[src/verilog/pipePkg.sv]
// Pipeline package with shared widths, ALU operations and RV32I opcodes
package pipePkg;

    localparam int XLEN        = 32;
    localparam int REG_ADDR_W  = 5;
    localparam int DMEM_WORDS  = 64;
    localparam int DMEM_ADDR_W = 6;   // Word index taken from byte address [7:2]

    // PASSB forwards operand B for LUI
    typedef enum logic [2:0] {
        ALU_ADD   = 3'd0,
        ALU_SUB   = 3'd1,
        ALU_AND   = 3'd2,
        ALU_OR    = 3'd3,
        ALU_XOR   = 3'd4,
        ALU_SLT   = 3'd5,
        ALU_PASSB = 3'd6
    } aluOpE;

    // Major opcodes of the supported subset
    typedef enum logic [6:0] {
        OP_R     = 7'b0110011,
        OP_I     = 7'b0010011,
        OP_LUI   = 7'b0110111,
        OP_LOAD  = 7'b0000011,
        OP_STORE = 7'b0100011
    } opcodeE;

endpackage

[src/verilog/aluExecute.sv]
// Execute stage with operand forwarding, the ALU and the EX/MEM register
`timescale 1ns/100ps

module aluExecute (
    input  logic                           clk,
    input  logic                           rstN,
    input  logic                           exValid,
    input  pipePkg::aluOpE                 exAluOp,
    input  logic                           exAluSrc,
    input  logic                           exRegWrite,
    input  logic                           exMemRead,
    input  logic                           exMemWrite,
    input  logic [pipePkg::REG_ADDR_W-1:0] exRs1,
    input  logic [pipePkg::REG_ADDR_W-1:0] exRs2,
    input  logic [pipePkg::REG_ADDR_W-1:0] exRd,
    input  logic [pipePkg::XLEN-1:0]       exRData1,
    input  logic [pipePkg::XLEN-1:0]       exRData2,
    input  logic [pipePkg::XLEN-1:0]       exImm,
    input  logic                           wbValid,
    input  logic                           wbRegWrite,
    input  logic [pipePkg::REG_ADDR_W-1:0] wbRd,
    input  logic [pipePkg::XLEN-1:0]       wbData,
    output logic                           memValid,
    output logic                           memRegWrite,
    output logic                           memMemRead,
    output logic                           memMemWrite,
    output logic [pipePkg::REG_ADDR_W-1:0] memRd,
    output logic [pipePkg::XLEN-1:0]       memAluResult,
    output logic [pipePkg::XLEN-1:0]       memStoreData
);
    import pipePkg::*;

    logic [XLEN-1:0] opA, opB, aluB, aluResult;

    // EX/MEM wins over MEM/WB; a load in EX/MEM has no data yet
    function automatic logic [XLEN-1:0] fwdOperand(
        input logic [REG_ADDR_W-1:0] rs,
        input logic [XLEN-1:0]       idexVal
    );
        logic hitMem;
        logic hitWb;
        hitMem = memValid && memRegWrite && !memMemRead && (memRd != '0) && (memRd == rs);
        hitWb  = wbValid && wbRegWrite && (wbRd != '0) && (wbRd == rs);
        if (hitMem)     return memAluResult;
        else if (hitWb) return wbData;
        else            return idexVal;
    endfunction

    always_comb begin
        opA = fwdOperand(exRs1, exRData1);
        opB = fwdOperand(exRs2, exRData2);
    end

    assign aluB = exAluSrc ? exImm : opB;

    always_comb begin
        case (exAluOp)
            ALU_ADD:   aluResult = opA + aluB;
            ALU_SUB:   aluResult = opA - aluB;
            ALU_AND:   aluResult = opA & aluB;
            ALU_OR:    aluResult = opA | aluB;
            ALU_XOR:   aluResult = opA ^ aluB;
            ALU_SLT:   aluResult = {{(XLEN-1){1'b0}}, ($signed(opA) < $signed(aluB))};
            ALU_PASSB: aluResult = aluB;
            default:   aluResult = '0;
        endcase
    end

    // EX/MEM
    always_ff @(posedge clk or negedge rstN) begin
        if (!rstN) memValid <= 1'b0;
        else       memValid <= exValid;
    end

    always_ff @(posedge clk) begin
        memRegWrite  <= exRegWrite;
        memMemRead   <= exMemRead;
        memMemWrite  <= exMemWrite;
        memRd        <= exRd;
        memAluResult <= aluResult;
        memStoreData <= opB;   // Store data after forwarding
    end

endmodule

[config.mk]
export PLATFORM = sky130hd
export DESIGN_NAME = aluExecute
export DESIGN_NICKNAME = d
export VERILOG_FILES = /design/src/verilog/pipePkg.sv /design/src/verilog/aluExecute.sv
export SDC_FILE = /design/constraint.sdc
export NUM_CORES = 1
export LEC_CHECK = 0
export BUFFER_PORTS_ARGS = -buffer_cell sky130_fd_sc_hd__buf_2
export CAP_MARGIN = 20
export CORE_MARGIN = 3
export CORE_UTILIZATION = 55
export CTS_CLUSTER_SIZE = 16
export DETAILED_ROUTE_END_ITERATION = 16
export HOLD_SLACK_MARGIN = 0.12
export PLACE_DENSITY = 0.9
export SLEW_MARGIN = 20
export SYNTH_ARGS = -nofsm -noshare
export SYNTH_HDL_FRONTEND = slang
export SYNTH_SLANG_ARGS = --single-unit
[constraint.sdc]
create_clock -name clk -period 5.99 [get_ports clk]
set_clock_uncertainty 0.2 [all_clocks]
set_input_delay 0.8985 -clock clk [delete_from_list [all_inputs] [get_ports clk]]
set_output_delay 0.8985 -clock clk [all_outputs]
set_load 0.1 [all_outputs]
==> flow_summary.ini <==
[outcome]
outcome = finished, final reports clean

[placed_design]
place_inst = 1648
gp_congestion = 1.03
dp.final_hpwl_um = 23700
io_buffers = 232
dp_slack_ns = 0.0872

[yosys]
yosys_register_bits = 73
synth_compound_area_frac = 0.262
ys_warn_count = 0
yosys-mux-area-fraction = 0.115
synthSimpleGateAreaFrac = 0.178
ys.flop_type = dfxtp_1
synth.distinct_cells = 67
seq_area_frac_synth = 0.166
synth_xor_area_frac = 0.0436
async_flop_share = 0.0137
synth_area_um2 = 8840
synth_top_family_by_area = compound AO/OA/AOI/OAI gates
syn_inst = 1228
synth_fp_nets = 1496
synth_edf_count = 0
synth_fa_ha_area_frac = 0.155
syn_avg_cell_area_um2 = 7.20

[clocking]
cts_resized = 0
cts_tree = yes
cts_buffer_depth = 2
cts_made_buffers = 9
clk_pin_slew_ns = 0.06
h-tree-depth = 3
post_cts_buffers = 0
root_buffer = clkbuf_16
cts.sinks = 73
clk-insertion-delay-late_ns = 0.35

[critical_path]
crit_path_end_kind = flip-flop
critPathSlowestCell = or4_2
critPathKind = in -> reg
cp.arrival_ns = 5.76
crit_path_cell_trace = buf_2 > xnor2_1 > nand3_1 > or4_2 > buf_4 > mux2i_1 > a21oi_1 > nand2_1 > nand2_1 > inv_1 > ha_1 > or2_2 > o211ai_1 > a311oi_1 > o21bai_1 > a211oi_1 > o21ai_0 > o21ai_0 > xnor2_1 > mux4_2
critical_path_required_ns = 6.02
slowest_delay_ns = 0.83
r2r_cells = 19
crit_fanout = 8
cp-start-kind = input pin

[route]
wl_per_cell_um = 18.8
dr.pass1.iters = 7
drt_iter0_drc = 1010
ant_nets = 0
drc = 0
via_per_inst = 6.06
drt_wl_total_um = 31200
num_vias = 10082

[grt]
grt_max_degree = 49
grt_pass1_wl_um = 49000
grt_overflow_total = 0
grt_usage = 0.338
grt_pass1_vias = 9519
antenna_found_initial = 0

[sta]
worstMarginPinSlew_ns = 0.888
setup_viol = 0
relSlewSlack = 0.408
whs_ns = 0.311
hold_violations = 0
slew_viol_final = 0
setup_slack_ns = 0.259
rsz0062_at_grt = false
setup_tns_ns = 0
min_period_ns = 5.73
timing.final.crit_share = 0.957
fmax_mhz = 174

[power]
p_leak_nw = 5.39
powerDensity_nw_per_um2 = 237
ir_drop_uv = 177
power_w = 0.00254

[floorplan]
start_util = 0.571
dieHeight_um = 133
ios = 233
die_w_um = 133
num_rows = 45
dieArea_um2 = 17600
coreArea_um2 = 15500

[layout]
finalNetCount = 1717
n_fill_cell = 1321
fin_cells = 1665
syn_to_final_growth_pct = 21.3
antenna-diode-count = 0
drive_gt1_frac = 0.224

[job]
cap_violations = 0

[hold_path]
hold_depth = 2
holdCritPathClass = reg -> reg
==> power breakdown <==
part           switching (W)  leakage (nW)  internal [W]
clock network       0.000237         0.169      0.000420
logic               0.000928          4.60      0.000382
registers          0.0000364         0.618      0.000541
total                0.00120          5.39       0.00134
==> cell families (layout without fill, tap and decap cells) <==
logic type      count (synthesis)  count (layout)
compound gates                375             375
xor+xnor                       44              44
fa+ha+maj                     108             108
buf+inv                       179             405
flops                          73              73
mux                            96              96
simple gates                  353             353
==> layout make-up <==
class	count	area, um2	share of cell area
clock buffers	10	239	0.0223
clock inverters	6	115	0.0107
inverters	105	394	0.0368
multi-input cells	976	6680	0.623
flip-flops and latches	73	1470	0.137
well taps	211	264	0.0246
repair buffers	284	1570	0.146
==> repair_timing <==
| action | in CTS | in global routing |
|---|---|---|
| endpoints found under the setup margin | 0 | 0 |
| hold buffers | 1 | 0 |
| hold endpoints to repair | 1 | 0 |
==> layer usage <==
layer | GRT usage | part of all wire | vias to the layer above
met5 | 0 | 0 | -
met4 | 0.136 | 0.035 | 0
li1 | - | - | 4778
met1 | 0.444 | 0.41 | 4649
met2 | 0.556 | 0.46 | 571
met3 | 0.0536 | 0.096 | 84
==> per-stage QoR <==
step | instance area, um2 | util
3_5_place_dp | 10400 | 0.669
4_1_cts | 10700 | 0.692
2_1_floorplan | 8840 | -
5_1_grt | 10700 | 0.692
3_3_place_gp | 10400 | 0.669
6_report | 10700 | 0.692
==> state kept, by name (all words and copies together) (netlist names) <==
| name | cells |
|---|---|
| memAluResult | 32 |
| memRegWrite | 1 |
| memStoreData | 32 |
| memMemRead | 1 |
| memValid | 1 |
| memRd | 5 |
| memMemWrite | 1 |
==> cells in the final DEF, fill, tap and decap left out, types with 4 or more instances in the layout <==
cell type	instances
buf_2	232
nor2_1	161
a21oi_1	161
ha_1	106
inv_1	102
mux2i_1	89
nand2_1	84
dfxtp_1	72
o21ai_0	58
buf_4	50
xnor2_1	31
nor3_1	22
a211oi_1	22
nand3_1	17
a21o_1	15
o221ai_1	14
xor2_1	13
nor2b_1	13
o211ai_1	12
nand2b_1	12
a31oi_1	12
o31ai_1	10
o22ai_1	10
o21bai_1	10
clkbuf_16	9
or2_2	8
a311oi_1	8
nand4_1	7
and2_1	6
nor4_1	6
a221oi_1	6
o311ai_0	4
a221o_1	4
a22oi_1	4
==> cell usage after synthesis (14+ instances only) <==
master    instances  share of area
nand2_1          84          0.036
mux2i_1          89           0.10
o21ai_0          58          0.033
a21o_1           15          0.013
a211oi_1         22          0.019
nor3_1           22          0.012
dfxtp_1          72           0.16
a21oi_1         161          0.091
o221ai_1         14          0.014
xnor2_1          31          0.031
ha_1            106           0.15
clkbuf_1         43          0.018
inv_1           102          0.043
nor2_1          161          0.068
nand3_1          17         0.0096
==> worst max-delay path, delay by kind of cell <==
family | cells | cell delay [ns]
and+or+nand+nor | 5 | 1.43
adders and majority gates | 1 | 0.22
buffers and inverters | 3 | 0.46
AOI/OAI and AO/OA | 7 | 1.78
muxes | 2 | 0.59
xor gates and xnor gates | 2 | 0.36
==> final timing paths <==
kind / startpoint / endpoint / slack, ns
max in group asynchronous: rstN / memValid / 4.85
min in group asynchronous: rstN / memValid / 0.66
setup / recovery: wbRd[0] / memAluResult[18] / 0.26
hold / removal: memAluResult[29] / memStoreData[29] / 0.31
hold reg to reg: memAluResult[29] / memStoreData[29] / 0.31
setup reg to reg: memRd[4] / memAluResult[18] / 0.93
Note: power is estimated with default switching activity, not from simulation.
