### src/verilog/pipePkg.sv
// Pipeline package with shared widths, ALU operations and RV32I opcodes
package pipePkg;

    localparam int XLEN        = 32;
    localparam int REG_ADDR_W  = 5;
    localparam int DMEM_WORDS  = 64;
    localparam int DMEM_ADDR_W = 6;   // Word index taken from byte address [7:2]

    // PASSB forwards operand B for LUI
    typedef enum logic [2:0] {
        ALU_ADD   = 3'd0,
        ALU_SUB   = 3'd1,
        ALU_AND   = 3'd2,
        ALU_OR    = 3'd3,
        ALU_XOR   = 3'd4,
        ALU_SLT   = 3'd5,
        ALU_PASSB = 3'd6
    } aluOpE;

    // Major opcodes of the supported subset
    typedef enum logic [6:0] {
        OP_R     = 7'b0110011,
        OP_I     = 7'b0010011,
        OP_LUI   = 7'b0110111,
        OP_LOAD  = 7'b0000011,
        OP_STORE = 7'b0100011
    } opcodeE;

endpackage

### src/verilog/regFile.sv
// Register file with 32 words, two write-through read ports and x0 tied to zero
`timescale 1ns/100ps

module regFile (
    input  logic                           clk,
    input  logic                           rstN,
    input  logic [pipePkg::REG_ADDR_W-1:0] rAddr1,
    input  logic [pipePkg::REG_ADDR_W-1:0] rAddr2,
    output logic [pipePkg::XLEN-1:0]       rData1,
    output logic [pipePkg::XLEN-1:0]       rData2,
    input  logic                           wEn,
    input  logic [pipePkg::REG_ADDR_W-1:0] wAddr,
    input  logic [pipePkg::XLEN-1:0]       wData
);
    import pipePkg::*;

    logic [XLEN-1:0] regs [2**REG_ADDR_W];
    logic            wrLive;

    assign wrLive = wEn && (wAddr != '0);   // x0 never written

    always_ff @(posedge clk or negedge rstN) begin
        if (!rstN) begin
            for (int i = 0; i < 2**REG_ADDR_W; i++) begin
                regs[i] <= '0;
            end
        end else if (wrLive) begin
            regs[wAddr] <= wData;
        end
    end

    // Write-through so a read in the writeback cycle sees the new value
    assign rData1 = (wrLive && (wAddr == rAddr1)) ? wData : regs[rAddr1];
    assign rData2 = (wrLive && (wAddr == rAddr2)) ? wData : regs[rAddr2];

endmodule
### config.mk
export PLATFORM = sky130hd
export DESIGN_NAME = regFile
export DESIGN_NICKNAME = d
export VERILOG_FILES = /design/src/verilog/pipePkg.sv /design/src/verilog/regFile.sv
export SDC_FILE = /design/constraint.sdc
export NUM_CORES = 2
export LEC_CHECK = 0
export BUFFER_PORTS_ARGS = -buffer_cell sky130_fd_sc_hd__buf_4
export CORE_UTILIZATION = 40
export DETAILED_ROUTE_END_ITERATION = 7
export SYNTH_ARGS = -nofsm -noshare
export SYNTH_HDL_FRONTEND = slang
export SYNTH_SLANG_ARGS = --single-unit
export TNS_END_PERCENT = 5
### constraint.sdc
create_clock -name clk -period 2.85 [get_ports clk]
set_clock_uncertainty 0.1 [all_clocks]
set_input_delay 0.57 -clock clk [delete_from_list [all_inputs] [get_ports clk]]
set_output_delay 0.57 -clock clk [all_outputs]
set_load 0.02 [all_outputs]
==> report_table.html <==
<table>
<tr><th>Metric</th><th>Value</th></tr>
<tr><th colspan="2">Critical path</th></tr>
<tr><td>CP max stage cell</td><td>sky130_fd_sc_hd__mux4_2</td></tr>
<tr><td>CP arrival</td><td>2730 ps</td></tr>
<tr><td>Worst setup path startpoint</td><td>regs[606]</td></tr>
<tr><td>Critical path cell sequence</td><td>mux4_2 &gt; mux4_2 &gt; nand2_2 &gt; nand3_2 &gt; mux2_4 &gt; buf_6</td></tr>
<tr><td>Biggest fanout along the worst timing path</td><td>2</td></tr>
<tr><td>Cell type with the highest occurrence count on the critical path</td><td>sky130_fd_sc_hd__mux4_2</td></tr>
<tr><td>Critical path's top delay family</td><td>multiplexers</td></tr>
<tr><td>Reg2reg path depth</td><td>3</td></tr>
<tr><td>Path type of the worst setup path</td><td>reg -&gt; out</td></tr>
<tr><td>Slowest Stage Delay on Critical Path</td><td>490 ps</td></tr>
<tr><td>Type of destination of the critical path</td><td>output pin</td></tr>
<tr><td>Data required, critical path</td><td>2180 ps</td></tr>
<tr><td>Reg-to-Reg Start</td><td>regs[830]</td></tr>
<tr><td>Worst setup SP type</td><td>register</td></tr>
<tr><td>Total buffers and inverters traversed by the critical path</td><td>1</td></tr>
<tr><td>Depth of the critical timing path with buffers and inverters included</td><td>6</td></tr>
<tr><th colspan="2">Synth</th></tr>
<tr><td>Post-Syn Area</td><td>53400 µm²</td></tr>
<tr><td>Post-synthesis sequential area ratio</td><td>47.9%</td></tr>
<tr><td>Adder-Cell Fraction of Synth Area</td><td>0%</td></tr>
<tr><td>Largest family of logic cells by synthesized area</td><td>multiplexers</td></tr>
<tr><td>Cells after synthesis</td><td>3483</td></tr>
<tr><td>Multiplexer share of the synthesized area</td><td>42.6%</td></tr>
<tr><td>Number of distinct library cells after synthesis</td><td>41</td></tr>
<tr><td>Synth Net Count</td><td>3533</td></tr>
<tr><td>Simple-gate share of the synthesized area</td><td>2.07%</td></tr>
<tr><td>Yosys warning total</td><td>0</td></tr>
<tr><td>Most frequently used flop master after synthesis</td><td>sky130_fd_sc_hd__dfrtp_1</td></tr>
<tr><td>XOR/XNOR share of the synthesized area</td><td>0.164%</td></tr>
<tr><td>Post-synthesis area per instance</td><td>15.3 µm²</td></tr>
<tr><td>Flip-flop and latch count after synthesis</td><td>1024</td></tr>
<tr><td>Fraction of the mapped netlist area in compound gates</td><td>3.64%</td></tr>
<tr><td>Async set-or-reset flop fraction in the synthesized netlist</td><td>100%</td></tr>
<tr><td>EDFF count, synth</td><td>0</td></tr>
<tr><th colspan="2">Floorplan</th></tr>
<tr><td>Total Die Area</td><td>135000 µm²</td></tr>
<tr><td>Core Region</td><td>132000 µm²</td></tr>
<tr><td>Starting Density</td><td>40.5%</td></tr>
<tr><td>Row count</td><td>133</td></tr>
<tr><td>Width of the chip</td><td>368 µm</td></tr>
<tr><td>Height of the die</td><td>368 µm</td></tr>
<tr><td>Number of I/O pins</td><td>114</td></tr>
<tr><th colspan="2">Routing</th></tr>
<tr><td>Initial drt markers</td><td>3263</td></tr>
<tr><td>DRC Markers</td><td>0</td></tr>
<tr><td>Via-per-instance ratio</td><td>6.25</td></tr>
<tr><td>Post-detailed-route count of antenna-violating nets</td><td>0</td></tr>
<tr><td>Routed length per instance</td><td>31.2 µm</td></tr>
<tr><td>Vias</td><td>34581</td></tr>
<tr><td>Detailed-router iteration count before antenna repair</td><td>5</td></tr>
<tr><td>Detailed-route wire length</td><td>173 mm</td></tr>
<tr><th colspan="2">Clocking</th></tr>
<tr><td>Insertion delay of the later-clocked pin in the worst-skew pair</td><td>720 ps</td></tr>
<tr><td>Sinks on Clock Net</td><td>1024</td></tr>
<tr><td>Clock root cell</td><td>sky130_fd_sc_hd__clkbuf_16</td></tr>
<tr><td>Total clock buffers created by CTS</td><td>109</td></tr>
<tr><td>Clock transition at the register clock pins on the worst setup and hold paths after CTS</td><td>70 ps</td></tr>
<tr><td>Clock tree buffer depth</td><td>3</td></tr>
<tr><td>Clock tree from TritonCTS</td><td>yes</td></tr>
<tr><td>H-tree depth</td><td>3</td></tr>
<tr><th colspan="2">Global routing</th></tr>
<tr><td>All-Layer GR Usage</td><td>25.8%</td></tr>
<tr><td>First-pass GRT wire length</td><td>254 mm</td></tr>
<tr><td>Global route total overflow</td><td>0</td></tr>
<tr><td>Via count of the first global-routing pass</td><td>35803</td></tr>
<tr><td>Largest net degree at the start of global routing</td><td>78</td></tr>
<tr><td>Antenna violations before repair</td><td>5</td></tr>
<tr><th colspan="2">Final layout</th></tr>
<tr><td>Largest register by flop count</td><td>regs</td></tr>
<tr><td>Max FFs per register</td><td>1024</td></tr>
<tr><td>Fraction of final layout cells sized beyond drive strength 1</td><td>52.5%</td></tr>
<tr><td>Net count of the finished layout</td><td>3741</td></tr>
<tr><td>Core utilization of the finished layout</td><td>48.8%</td></tr>
<tr><td>Largest registers ranked by flip-flop count</td><td>regs (1024)</td></tr>
<tr><td>Area growth from synthesis to final layout</td><td>20.6%</td></tr>
<tr><td>Filler Cells Inserted</td><td>11087</td></tr>
<tr><th colspan="2">Placed design</th></tr>
<tr><td>Number of port buffers</td><td>113</td></tr>
<tr><td>Routability Congestion</td><td>0.839</td></tr>
<tr><td>Hpwl dp</td><td>110 mm</td></tr>
<tr><th colspan="2">Power and ir drop</th></tr>
<tr><td>Leakage power figure</td><td>28.0 nW</td></tr>
<tr><td>Power density normalized to cell area</td><td>662 nW/µm²</td></tr>
<tr><td>Peak supply drop</td><td>0.524 mV</td></tr>
<tr><th colspan="2">STA</th></tr>
<tr><td>Crit path setup slack, layout</td><td>-547 ps</td></tr>
<tr><td>Worst hold margin</td><td>225 ps</td></tr>
<tr><td>Final period utilization</td><td>119%</td></tr>
<tr><td>Final-report setup violation count</td><td>64</td></tr>
<tr><td>Hold Violations, Final</td><td>0</td></tr>
<tr><td>Relative slew slack</td><td>51.1%</td></tr>
<tr><td>Max-slew violations</td><td>0</td></tr>
<tr><td>Worst Max-Slew Pin Slew</td><td>730 ps</td></tr>
<tr><td>Fin crit period</td><td>3400 ps</td></tr>
<tr><td>Max Freq</td><td>294 MHz</td></tr>
<tr><td>Setup repair after global routing missed its margin</td><td>yes</td></tr>
<tr><th colspan="2">Min path</th></tr>
<tr><td>Worst hold start</td><td>wData[16]</td></tr>
<tr><td>Hold crit path type</td><td>in -&gt; reg</td></tr>
<tr><td>Number of cells traversed by the worst hold path</td><td>2</td></tr>
<tr><th colspan="2">Status</th></tr>
<tr><td>Failing checks</td><td>setup timing</td></tr>
<tr><td>Status</td><td>complete, but fails checks</td></tr>
<tr><th colspan="2">Job</th></tr>
<tr><td>MaxCap Viol Count</td><td>0</td></tr>
</table>
-- metrics by stage --
stage	power (mW)	TNS [ps]	setup WS (ps)	instances	area, µm²
after global placement	27.8	-20040	-401	5318	59900
final	42.7	-12550	-547	5537	64400
after floorplan	25.0	-3620	-77.2	3483	53500
after global routing	44.5	-15910	-579	5536	64400
after detailed placement	28.1	-20550	-409	5318	59900
after CTS	42.8	-14780	-553	5532	64200
-- placed cells by master, fill, tap and decap left out, types with 6 or more instances in the layout --
cell | synthesis | final
sky130_fd_sc_hd__nand3b_1 | 7 | 7
sky130_fd_sc_hd__clkbuf_1 | 220 | 19
sky130_fd_sc_hd__or4_1 | 62 | 14
sky130_fd_sc_hd__mux2i_1 | 6 | 6
sky130_fd_sc_hd__clkbuf_8 | 0 | 26
sky130_fd_sc_hd__bufinv_16 | 0 | 6
sky130_fd_sc_hd__buf_4 | 36 | 291
sky130_fd_sc_hd__o21ai_2 | 0 | 38
sky130_fd_sc_hd__buf_12 | 0 | 167
sky130_fd_sc_hd__o22ai_2 | 0 | 7
sky130_fd_sc_hd__mux4_2 | 511 | 511
sky130_fd_sc_hd__mux2_2 | 630 | 629
sky130_fd_sc_hd__clkbuf_16 | 0 | 111
sky130_fd_sc_hd__clkinvlp_4 | 0 | 6
sky130_fd_sc_hd__o22ai_1 | 248 | 241
sky130_fd_sc_hd__buf_16 | 0 | 8
sky130_fd_sc_hd__or4_4 | 0 | 48
sky130_fd_sc_hd__nand2_4 | 0 | 15
sky130_fd_sc_hd__dfrtp_1 | 1024 | 1024
sky130_fd_sc_hd__buf_6 | 17 | 35
sky130_fd_sc_hd__clkinv_2 | 0 | 28
sky130_fd_sc_hd__o21ai_1 | 62 | 19
sky130_fd_sc_hd__nor2_1 | 22 | 6
sky130_fd_sc_hd__nand2_1 | 83 | 63
sky130_fd_sc_hd__mux2_1 | 363 | 363
sky130_fd_sc_hd__nor2_4 | 0 | 16
-- cell usage after synthesis (17+ instances only) --
cell type / number / area (µm²)
sky130_fd_sc_hd__buf_1: 51 / 191
sky130_fd_sc_hd__buf_2: 87 / 435
sky130_fd_sc_hd__buf_4: 36 / 270
sky130_fd_sc_hd__buf_6: 17 / 191
sky130_fd_sc_hd__clkbuf_1: 220 / 826
sky130_fd_sc_hd__dfrtp_1: 1024 / 25600
sky130_fd_sc_hd__mux2_1: 363 / 4090
sky130_fd_sc_hd__mux2_2: 630 / 7090
sky130_fd_sc_hd__mux4_2: 511 / 11500
sky130_fd_sc_hd__nand2_1: 83 / 312
sky130_fd_sc_hd__nor2_1: 22 / 82.6
sky130_fd_sc_hd__o21ai_1: 62 / 310
sky130_fd_sc_hd__o22ai_1: 248 / 1550
sky130_fd_sc_hd__or4_1: 62 / 465
-- area by class of cell --
type	instances	area [µm²]	area share, %
clock buffers	156	3210	4.98
flip-flops and latches	1024	25600	39.8
repair buffers	509	6290	9.76
diodes	1	2.50	0.00388
well taps	1755	2200	3.41
multi-input cells	2044	26700	41.4
clock inverters	45	420	0.652
inverters	3	11.3	0.0175
-- power by group --
part	switching, mW	internal [mW]	leakage [nW]
logic	3.40	5.52	13.0
registers	1.97	17.3	13.1
clock network	6.14	8.35	1.80
-- what timing repair did --
action,4_1_cts,5_1_grt
hold buffers,1,0
gates resized for setup,104,51
setup buffers,8,4
cloned,4,0
pin swaps,12,8
hold endpoints to repair,31,0
endpoints found under the setup margin,64,64
-- path summary, 6_finish.rpt --
| kind | to | slack (ps) |
|---|---|---|
| setup / recovery | rData1[30] | -550 |
| hold / removal | regs[880] | 220 |
| setup reg to reg | regs[830] | 1720 |
| hold reg to reg | regs[996] | 290 |
| max in group asynchronous | regs[442] | 1330 |
| min in group asynchronous | regs[594] | 270 |
-- routing by layer --
layer  share of wire (%)  vias to the layer above  global-route usage [%]  routed length [µm]
met5               0.023                        -                       0                  40
met4                 3.3                        6                    8.71                5780
met3                 6.9                      315                    4.67               11900
met2                  46                     1308                    39.9               80400
met1                  43                    18883                    36.7               74800
li1                    -                    14069                       -                   -
-- cell families (layout without fill, tap and decap cells) --
group,Yosys count,after routing
multiplexers,1510,1510
flip-flops,1024,1024
buffers and inverters,415,713
AO/OA/AOI/OAI,320,320
AND/OR/NAND/NOR,204,204
XOR/XNOR,10,10
other,0,1
Note: power is estimated with default switching activity, not from simulation.
