### src/verilog/pipePkg.sv
// Pipeline package with shared widths, ALU operations and RV32I opcodes
package pipePkg;

    localparam int XLEN        = 32;
    localparam int REG_ADDR_W  = 5;
    localparam int DMEM_WORDS  = 64;
    localparam int DMEM_ADDR_W = 6;   // Word index taken from byte address [7:2]

    // PASSB forwards operand B for LUI
    typedef enum logic [2:0] {
        ALU_ADD   = 3'd0,
        ALU_SUB   = 3'd1,
        ALU_AND   = 3'd2,
        ALU_OR    = 3'd3,
        ALU_XOR   = 3'd4,
        ALU_SLT   = 3'd5,
        ALU_PASSB = 3'd6
    } aluOpE;

    // Major opcodes of the supported subset
    typedef enum logic [6:0] {
        OP_R     = 7'b0110011,
        OP_I     = 7'b0010011,
        OP_LUI   = 7'b0110111,
        OP_LOAD  = 7'b0000011,
        OP_STORE = 7'b0100011
    } opcodeE;

endpackage

### src/verilog/instDecode.sv
// Decode stage holding IF/ID, generating control and immediates, and driving ID/EX
`timescale 1ns/100ps

module instDecode (
    input  logic                           clk,
    input  logic                           rstN,
    input  logic                           instValid,
    input  logic [pipePkg::XLEN-1:0]       instWord,
    input  logic [pipePkg::XLEN-1:0]       rData1,
    input  logic [pipePkg::XLEN-1:0]       rData2,
    output logic [pipePkg::REG_ADDR_W-1:0] rAddr1,
    output logic [pipePkg::REG_ADDR_W-1:0] rAddr2,
    output logic                           exValid,
    output pipePkg::aluOpE                 exAluOp,
    output logic                           exAluSrc,
    output logic                           exRegWrite,
    output logic                           exMemRead,
    output logic                           exMemWrite,
    output logic [pipePkg::REG_ADDR_W-1:0] exRs1,
    output logic [pipePkg::REG_ADDR_W-1:0] exRs2,
    output logic [pipePkg::REG_ADDR_W-1:0] exRd,
    output logic [pipePkg::XLEN-1:0]       exRData1,
    output logic [pipePkg::XLEN-1:0]       exRData2,
    output logic [pipePkg::XLEN-1:0]       exImm
);
    import pipePkg::*;

    logic            ifidValid;
    logic [XLEN-1:0] ifidWord;
    opcodeE          opcode;
    logic [2:0]      funct3;
    logic [6:0]      funct7;
    logic [XLEN-1:0] immI, immS, immU;
    logic            legal, aluSrc, regWrite, memRead, memWrite;
    aluOpE           aluOp;
    logic [XLEN-1:0] imm;

    // IF/ID
    always_ff @(posedge clk or negedge rstN) begin
        if (!rstN) ifidValid <= 1'b0;
        else       ifidValid <= instValid;
    end

    always_ff @(posedge clk) begin
        ifidWord <= instWord;
    end

    assign opcode = opcodeE'(ifidWord[6:0]);
    assign funct3 = ifidWord[14:12];
    assign funct7 = ifidWord[31:25];
    assign rAddr1 = ifidWord[19:15];
    assign rAddr2 = ifidWord[24:20];

    assign immI = {{(XLEN-12){ifidWord[31]}}, ifidWord[31:20]};
    assign immS = {{(XLEN-12){ifidWord[31]}}, ifidWord[31:25], ifidWord[11:7]};
    assign immU = {ifidWord[31:12], 12'b0};

    always_comb begin
        legal    = 1'b0;
        aluOp    = ALU_ADD;
        aluSrc   = 1'b0;
        regWrite = 1'b0;
        memRead  = 1'b0;
        memWrite = 1'b0;
        imm      = immI;
        case (opcode)
            OP_R: begin
                regWrite = 1'b1;
                legal    = 1'b1;
                if (funct7 == 7'b0100000 && funct3 == 3'b000) aluOp = ALU_SUB;
                else if (funct7 != 7'b0000000)                legal = 1'b0;
                else begin
                    case (funct3)
                        3'b000:  aluOp = ALU_ADD;
                        3'b111:  aluOp = ALU_AND;
                        3'b110:  aluOp = ALU_OR;
                        3'b100:  aluOp = ALU_XOR;
                        3'b010:  aluOp = ALU_SLT;
                        default: legal = 1'b0;
                    endcase
                end
            end
            OP_I: begin
                regWrite = 1'b1;
                aluSrc   = 1'b1;
                legal    = 1'b1;
                case (funct3)
                    3'b000:  aluOp = ALU_ADD;
                    3'b111:  aluOp = ALU_AND;
                    3'b110:  aluOp = ALU_OR;
                    3'b100:  aluOp = ALU_XOR;
                    default: legal = 1'b0;
                endcase
            end
            OP_LUI: begin
                {legal, regWrite, aluSrc} = 3'b111;
                aluOp = ALU_PASSB;
                imm   = immU;
            end
            OP_LOAD: begin
                {regWrite, aluSrc, memRead} = 3'b111;
                legal = (funct3 == 3'b010);   // LW only
            end
            OP_STORE: begin
                {aluSrc, memWrite} = 2'b11;
                imm   = immS;
                legal = (funct3 == 3'b010);   // SW only
            end
            default: legal = 1'b0;
        endcase
    end

    // Unsupported encodings become bubbles in ID/EX
    always_ff @(posedge clk or negedge rstN) begin
        if (!rstN) exValid <= 1'b0;
        else       exValid <= ifidValid && legal;
    end

    always_ff @(posedge clk) begin
        exAluOp    <= aluOp;
        exAluSrc   <= aluSrc;
        exRegWrite <= regWrite;
        exMemRead  <= memRead;
        exMemWrite <= memWrite;
        exRs1      <= rAddr1;
        exRs2      <= rAddr2;
        exRd       <= ifidWord[11:7];
        exRData1   <= rData1;
        exRData2   <= rData2;
        exImm      <= imm;
    end

endmodule

### config.mk
export PLATFORM = sky130hd
export DESIGN_NAME = instDecode
export DESIGN_NICKNAME = d
export VERILOG_FILES = /design/src/verilog/pipePkg.sv /design/src/verilog/instDecode.sv
export SDC_FILE = /design/constraint.sdc
export NUM_CORES = 1
export LEC_CHECK = 0
export BUFFER_PORTS_ARGS = -buffer_cell sky130_fd_sc_hd__buf_4
export CAP_MARGIN = 20
export CORE_ASPECT_RATIO = 2
export CORE_MARGIN = 1.5
export CORE_UTILIZATION = 41
export CTS_CLUSTER_DIAMETER = 50
export CTS_CLUSTER_SIZE = 16
export DETAILED_ROUTE_END_ITERATION = 10
export PLACE_DENSITY = 0.74
export SYNTH_ARGS = -nofsm -noshare
export SYNTH_HDL_FRONTEND = slang
export SYNTH_SLANG_ARGS = --single-unit
### constraint.sdc
create_clock -name clk -period 1.65 [get_ports clk]
set_input_delay 0.0825 -clock clk [delete_from_list [all_inputs] [get_ports clk]]
set_output_delay 0.0825 -clock clk [all_outputs]
set_load 0.1 [all_outputs]
==> results of run 1 <==
-- metrics by stage --
| step | instance area [um^2] | utilization |
|---|---|---|
| after detailed placement | 5453 | 0.6261 |
| after floorplan | 3700 | - |
| after global routing | 7012 | 0.8052 |
| final | 7012 | 0.8052 |
| after CTS | 7004 | 0.8043 |
| after global placement | 5453 | 0.6261 |
-- placed cells by master (no fill, tap or decap), drive strengths merged --
cell | Yosys | final
o211a | 1 | 1
o21a | 1 | 1
a21oi | 1 | 1
clkinvlp | 0 | 3
nor4b | 2 | 2
a31oi | 2 | 2
nor3 | 2 | 2
a41o | 2 | 2
nor4 | 4 | 4
dlygate4sd3 | 0 | 99
nor2b | 6 | 6
clkinv | 0 | 3
xnor2 | 1 | 1
o221ai | 1 | 1
inv | 4 | 6
a211oi | 1 | 1
o21ai | 3 | 3
clkbuf | 1 | 23
and2b | 2 | 2
o2111ai | 1 | 1
nor2 | 6 | 6
a22o | 5 | 5
a21o | 19 | 19
and2 | 2 | 2
dfxtp | 150 | 150
dfrtp | 2 | 2
or3b | 1 | 1
nand2 | 4 | 4
nand4bb | 1 | 1
bufinv | 0 | 1
buf | 16 | 235
-- repair_timing --
action | CTS | global route
buffers inserted | 0 | 1
endpoints found under the setup margin | 0 | 3
hold endpoints to repair | 99 | 0
hold buffers | 99 | 0
-- area by class of cell --
class	count	area, um^2
Clock buffer	23	467.9
Clock inverter	9	92.59
Fill cell	460	1697
Inverter	4	15.01
Multi-Input combinational cell	68	503.0
Sequential cell	152	3053
Tap cell	100	125.1
Timing Repair Buffer	334	2755
-- registers in the layout, indices dropped and copies added (netlist names), 3 cells and up --
register / cells
exRData1: 32
exRs1: 5
exRs2: 5
exAluOp: 3
exRd: 5
exRData2: 32
ifidWord: 32
exImm: 32
-- final timing paths --
path                                        to  slack [ns]  depth (start not counted)
min                        exRData1[8]$_DFF_P_        0.31                          2
max in group asynchronous    exValid$_DFF_PN0_        0.99                          3
min in group asynchronous  ifidValid$_DFF_PN0_        0.54                          3
max                          exImm[16]$_DFF_P_        0.14                          4
max reg2reg                  exImm[16]$_DFF_P_        0.14                          4
min reg2reg                    exRd[1]$_DFF_P_        0.36                          0
-- metal layers --
layer | vias to the layer above | global-route usage | routed length (um)
met5 | - | 0 | 0
met4 | 0 | 0.1485 | 459
met3 | 30 | 0.08632 | 902
met2 | 186 | 0.4820 | 6937
met1 | 1445 | 0.2171 | 3647
li1 | 1463 | - | -
-- Yosys cell counts, drive strengths merged --
master,number,share of area
a21o,19,0.039
and2,2,0.0034
o21a,1,0.0020
a21oi,1,0.0014
o221ai,1,0.0024
inv,4,0.0041
dfrtp,2,0.014
or3b,1,0.0024
nor3,2,0.0057
nor4,4,0.011
xnor2,1,0.0024
nand2,4,0.0047
o211a,1,0.0027
dfxtp,150,0.81
clkbuf,1,0.0014
a22o,5,0.014
nor2b,6,0.010
buf,16,0.034
nor2,6,0.0061
nor4b,2,0.0047
a41o,2,0.0054
o2111ai,1,0.0024
a211oi,1,0.0020
and2b,2,0.0041
a31oi,2,0.0034
nand4bb,1,0.0030
o21ai,3,0.0041
-- cells by family (layout without fill, tap and decap cells) --
group / count (synthesis) / in the layout
DFF: 152 / 152
AOI/OAI and AO/OA: 37 / 37
and+or+nand+nor: 30 / 30
buffers and inverters: 21 / 370
xor gates and xnor gates: 1 / 1
-- power groups by stage --
stage / sequential [mW] / clock (mW) / combinational [mW]
2_1_floorplan: 5.09 / 0 / 0.193
3_3_place_gp: 4.03 / 0 / 1.70
3_5_place_dp: 4.03 / 0 / 1.72
4_1_cts: 3.95 / 3.66 / 1.91
5_1_grt: 3.98 / 3.84 / 1.97
6_report: 3.96 / 3.62 / 1.92
-- worst max-delay path, cell delays in order, from the launching register on --
cell	delay (ns)
dfxtp_1	0.48
nand2_2	0.15
nor3_4	0.32
nor2b_2	0.23
a21o_1	0.21
==> reports/qor.yml, run 1 <==
timing:
  slew_viol_final: 0
  fmax_ghz: 0.6636
  worst_pin_slew_ns: 0.7660
  period_minus_slack_ns: 1.507
  hold_violations: 0
  setup_viol: 0
  fin_skew_ns: 0.01087
  post-route-period-util: 0.9133
  hold_ws_ns: 0.3116
  slew_headroom: 0.4870
  setup-tns-final_ns: 0
  setup_ws_ns: 0.1431
  rsz0062_at_grt: "false"
pwr:
  sw_frac_of_total: 0.3082
  power_mw: 9.502
  powerDensity_nw_per_um2: 1355
  power_frac_seq: 0.417
  p_clk_frac: 0.381
  intPower_mw: 6.574
  p_leak_nw: 3.403
  switching_power_mw: 2.928
  irDropWorstVdd_mv: 0.9074
  pwr-share-comb: 0.203
clock_network:
  htree_levels: 4
  cts_num_sinks: 152
  tritoncts: "built"
  cts_resized: 0
  cts_buffers: 17
  cts_root_buffer: "clkbuf_16"
  clock_path_buffers: 2
  clkTransAtPathRegs_ns: 0.06
  insertion_delay_ns: 0.41
drt:
  via_per_inst: 4.528
  drt_iter0_markers: 92
  wire_per_inst_um: 17.31
  drt-total-wl_um: 11950
  num_vias: 3124
  dr.pass1.iters: 4
  drc: 0
  ant_nets: 0
critical_path:
  critical_path_peak_fanout: 20
  critPathKind: "reg -> reg"
  arrival_ns: 1.80
  worst_ep_required_time_ns: 1.94
  critPathCaptureType: "flip-flop"
  crit_start: "ifidWord[5]$_DFF_P_"
  cp-start-kind: "flip-flop"
  r2r_start: "ifidWord[5]$_DFF_P_"
global_routing:
  grt.overflow.total: 0
  grt_usage: 0.2508
  first_global_vias: 3459
  antenna_found_initial: 0
  grt_pass1_wl_um: 17690
  grt_max_degree: 21
layout:
  n_antenna_cell: 0
  stdcell_count: 690
  drive_gt1_frac: 0.4644
  area_growth_pct: 89.52
  finalNetCount: 676
synth:
  syn_nets: 340
  synth_cell_types: 33
  synth_mux_area_frac: 0
  syn_avg_cell_area_um2: 15.35
  synth_cells: 241
  synth_compound_area_frac: 0.07778
  synthSimpleGateAreaFrac: 0.05512
  synth_top_family_by_area: "compound AO/OA/AOI/OAI gates"
  synth_fa_ha_area_frac: 0
  synth_area_um2: 3700
  seq_area_frac_synth: 0.8252
  yosysWarningCount: 0
  synth-seq-cells: 152
  yosys.area_share.xor_xnor: 0.002367
die:
  core-area_um2: 8708
  initial_core_util: 0.4249
  die_y_um: 137.3
  die_area_um2: 9637
  std_cell_rows: 48
  io_pins: 228
  die_w_um: 70.17
min_path:
  hold_path.class: "in -> reg"
  min_from: "rData1[8]"
placement:
  portBuffers: 227
  place_congestion: 0.7853
  place_inst: 558
  dp_hpwl_um: 7144
  place_ws_ns: 0.08955
job:
  cap_violations: 0
run_status:
  status: "completed"
Note: power is estimated with default switching activity, not from simulation.
==> run 2: changes to the inputs <==
- CELL_PAD_IN_SITES_DETAIL_PLACEMENT: default -> 1
- CELL_PAD_IN_SITES_GLOBAL_PLACEMENT: default -> 1
- CORE_UTILIZATION: 41 -> 31
==> run 2 against run 1 <==
  * Clock-buffer cell count is 4 lower
  * Worst hold slack about the same
  * Core utilization decreased by 20 points
  * Total power barely moved
  * Register-to-register slack hardly changed
  * Sequential share of layout area is 0.32 points lower
  * Final area grew 0.73%
  * Clock power hardly changed
  * Critical endpoint is now exImm[22]$_DFF_P_
  * Largest power group unchanged
  * Highest routed layer unchanged
==> reports/qor.yml, run 2 (synthesis gave the netlist of run 1 again) <==
run_status:
  status: "completed"
critical_path:
  critPathKind: "reg -> reg"
  worst_ep_required_time_ns: 1.99  # +0.05 ns
  arrival_ns: 1.86  # +0.06 ns
  worstRegToRegCells: 4  # unchanged
  ff2ff_setup_slack_ns: 0.13  # about the same
  r2r-end: "exImm[22]$_DFF_P_"
  crit_start: "ifidWord[6]$_DFF_P_"
  critical_path_peak_fanout: 20  # unchanged
  r2r_start: "ifidWord[6]$_DFF_P_"
  crit_slowest_cell: "nor2b_2"
  critPathCaptureType: "flip-flop"
  max_stage_delay_ns: 0.73  # +0.25 ns
  cp-start-kind: "flip-flop"
  crit_chain: "nand4bb_1 -> nor3_4 -> nor2b_2 -> a21o_1"
drt:
  wire_per_inst_um: 18.36  # +6.0%
  drc: 0  # unchanged
  drt-total-wl_um: 13470  # +13%
  via_per_inst: 4.188  # -7.5%
  dr.pass1.iters: 4  # unchanged
  ant_nets: 0  # unchanged
  num_vias: 3074  # -1.6%
  drt_iter0_markers: 107  # +16%
timing:
  setup-tns-final_ns: 0  # unchanged
  rsz0062_at_grt: "false"
  fin_skew_ns: 0.008803  # -0.002068 ns
  post-route-period-util: 0.9189  # +0.005590
  fmax_ghz: 0.6596  # -0.61%
  hold_violations: 0  # unchanged
  worst_pin_slew_ns: 0.9336  # +0.1676 ns
  setup_viol: 0  # unchanged
  period_minus_slack_ns: 1.516  # +0.009223 ns
  slew_headroom: 0.3748  # -0.1122
  slew_viol_final: 0  # unchanged
layout:
  n_antenna_cell: 0  # unchanged
  final_cell_mix: "234 x buf_4, 150 x dfxtp_1, 99 x dlygate4sd3_1"
  drive_gt1_frac: 0.4686  # +0.004184
  final_area_um2: 7063  # +0.73%
  area_growth_pct: 90.90
  fillers: 1153  # +150%
  finalNetCount: 675  # -0.15%
  layout_commonest_cell: "buf_4"
clock_network:
  clock_path_buffers: 2  # unchanged
  clkTransAtPathRegs_ns: 0.07  # about the same
  tritoncts: "built"
  cts_buffers: 17  # unchanged
  insertion_delay_ns: 0.41  # about the same
  cts_root_buffer: "clkbuf_16"
  cts.repair_timing.setup_buffer_count: 0  # unchanged
  htree_levels: 4  # unchanged
  cts_num_sinks: 152  # unchanged
pwr:
  p_leak_nw: 3.397  # -0.17%
  irDropWorstVdd_mv: 0.8994  # -0.88%
  powerDensity_nw_per_um2: 1346  # -0.67%
die:
  io_pins: 228  # unchanged
  std_cell_rows: 56  # +17%
  die_y_um: 157.5  # +15%
  die_w_um: 80.25  # +14%
  die_area_um2: 12640  # +31%
  core-area_um2: 11700  # +34%
  initial_core_util: 0.3162  # -0.1087
job:
  cap_violations: 0  # unchanged
global_routing:
  grt_max_degree: 21  # unchanged
  grt.overflow.total: 0  # unchanged
  grt_usage: 0.2184  # -0.03241
  antenna_found_initial: 0  # unchanged
  grt_pass1_wl_um: 19750  # +12%
  first_global_vias: 3583  # +3.6%
min_path:
  worstHoldPathCells: 2  # unchanged
  min_from: "rData2[4]"
  hold_path.class: "in -> reg"
  worstHoldEndpoint: "exRData2[4]$_DFF_P_"
placement:
  dp_hpwl_um: 8343  # +17%
  dpl-instance-area_um2: 5509  # +1.0%
  portBuffers: 227  # unchanged
  place_congestion: 0.7497  # -4.5%
## run 2: cell types whose count changed in the layout (fill, tap and decap cells not counted), sizes merged
cell	before	now
clkbuf	23	19
buf	235	234
clkinv	3	7
## run 2: area by class of cell
class | instances | area (um^2) | area share
multi-input cells | 68 | 509.2 | 0.07210
inverters | 4 | 15.01 | 0.002126
clock inverters | 13 | 123.9 | 0.01754
repair buffers | 333 | 2748 | 0.3890
flip-flops and latches | 152 | 3053 | 0.4322
clock buffers | 19 | 432.9 | 0.06129
well taps | 145 | 181.4 | 0.02569
## run 2: how the worst max path moves through the flow
| stage | to | slack, ns | cells after the start |
|---|---|---|---|
| finish | exImm[22]$_DFF_P_ | 0.13 | 4 |
| global route | exImm[13]$_DFF_P_ | 0.02 | 4 |
| CTS | exImm[13]$_DFF_P_ | 0.10 | 4 |
| detailed placement | exImm[22]$_DFF_P_ | 0.12 | 4 |
| global placement | exImm[11]$_DFF_P_ | 0.20 | 3 |
| floorplan | exImm[12]$_DFF_P_ | 0.25 | 6 |
## run 2: repair_timing
item,CTS,global route
hold buffers,99,0
endpoints found under the hold margin,99,0
endpoints found under the setup margin,0,3
gates resized for setup,0,1
## run 2: per-layer routing
metal,share of wire,wire length (um),GRT usage
met1,0.30,4069,0.1875
met2,0.61,8286,0.4338
met3,0.054,731,0.06551
met4,0.029,387,0.1034
met5,0,0,0
## run 2: per-stage QoR
| stage | power (mW) | cells | setup WS (ns) | hold slack (ns) | util |
|---|---|---|---|---|---|
| after detailed placement | 5.763 | 603 | 0.1227 | -0.1336 | 0.4708 |
| final | 9.508 | 734 | 0.1338 | 0.3114 | 0.6036 |
| after global placement | 5.742 | 603 | 0.1991 | -0.1343 | 0.4708 |
| after global routing | 9.818 | 734 | 0.01967 | 0.2956 | 0.6036 |
| after CTS | 9.545 | 734 | 0.1039 | 0.2928 | 0.6031 |
| after floorplan | 5.287 | 241 | 0.2518 | -0.2131 | - |
## run 2: critical path: cells and delay by family (launching register included)
family / cells / cell delay, ns
AND/OR/NAND/NOR: 3 / 0.99
flip-flops: 1 / 0.30
AO/OA/AOI/OAI: 1 / 0.15
## run 2: power breakdown
group	total, mW	switching [mW]	leakage, nW	internal, mW
sequential	3.96	0.0963	1.29	3.87
combinational	1.94	1.40	1.84	0.541
clock	3.61	1.52	0.264	2.09
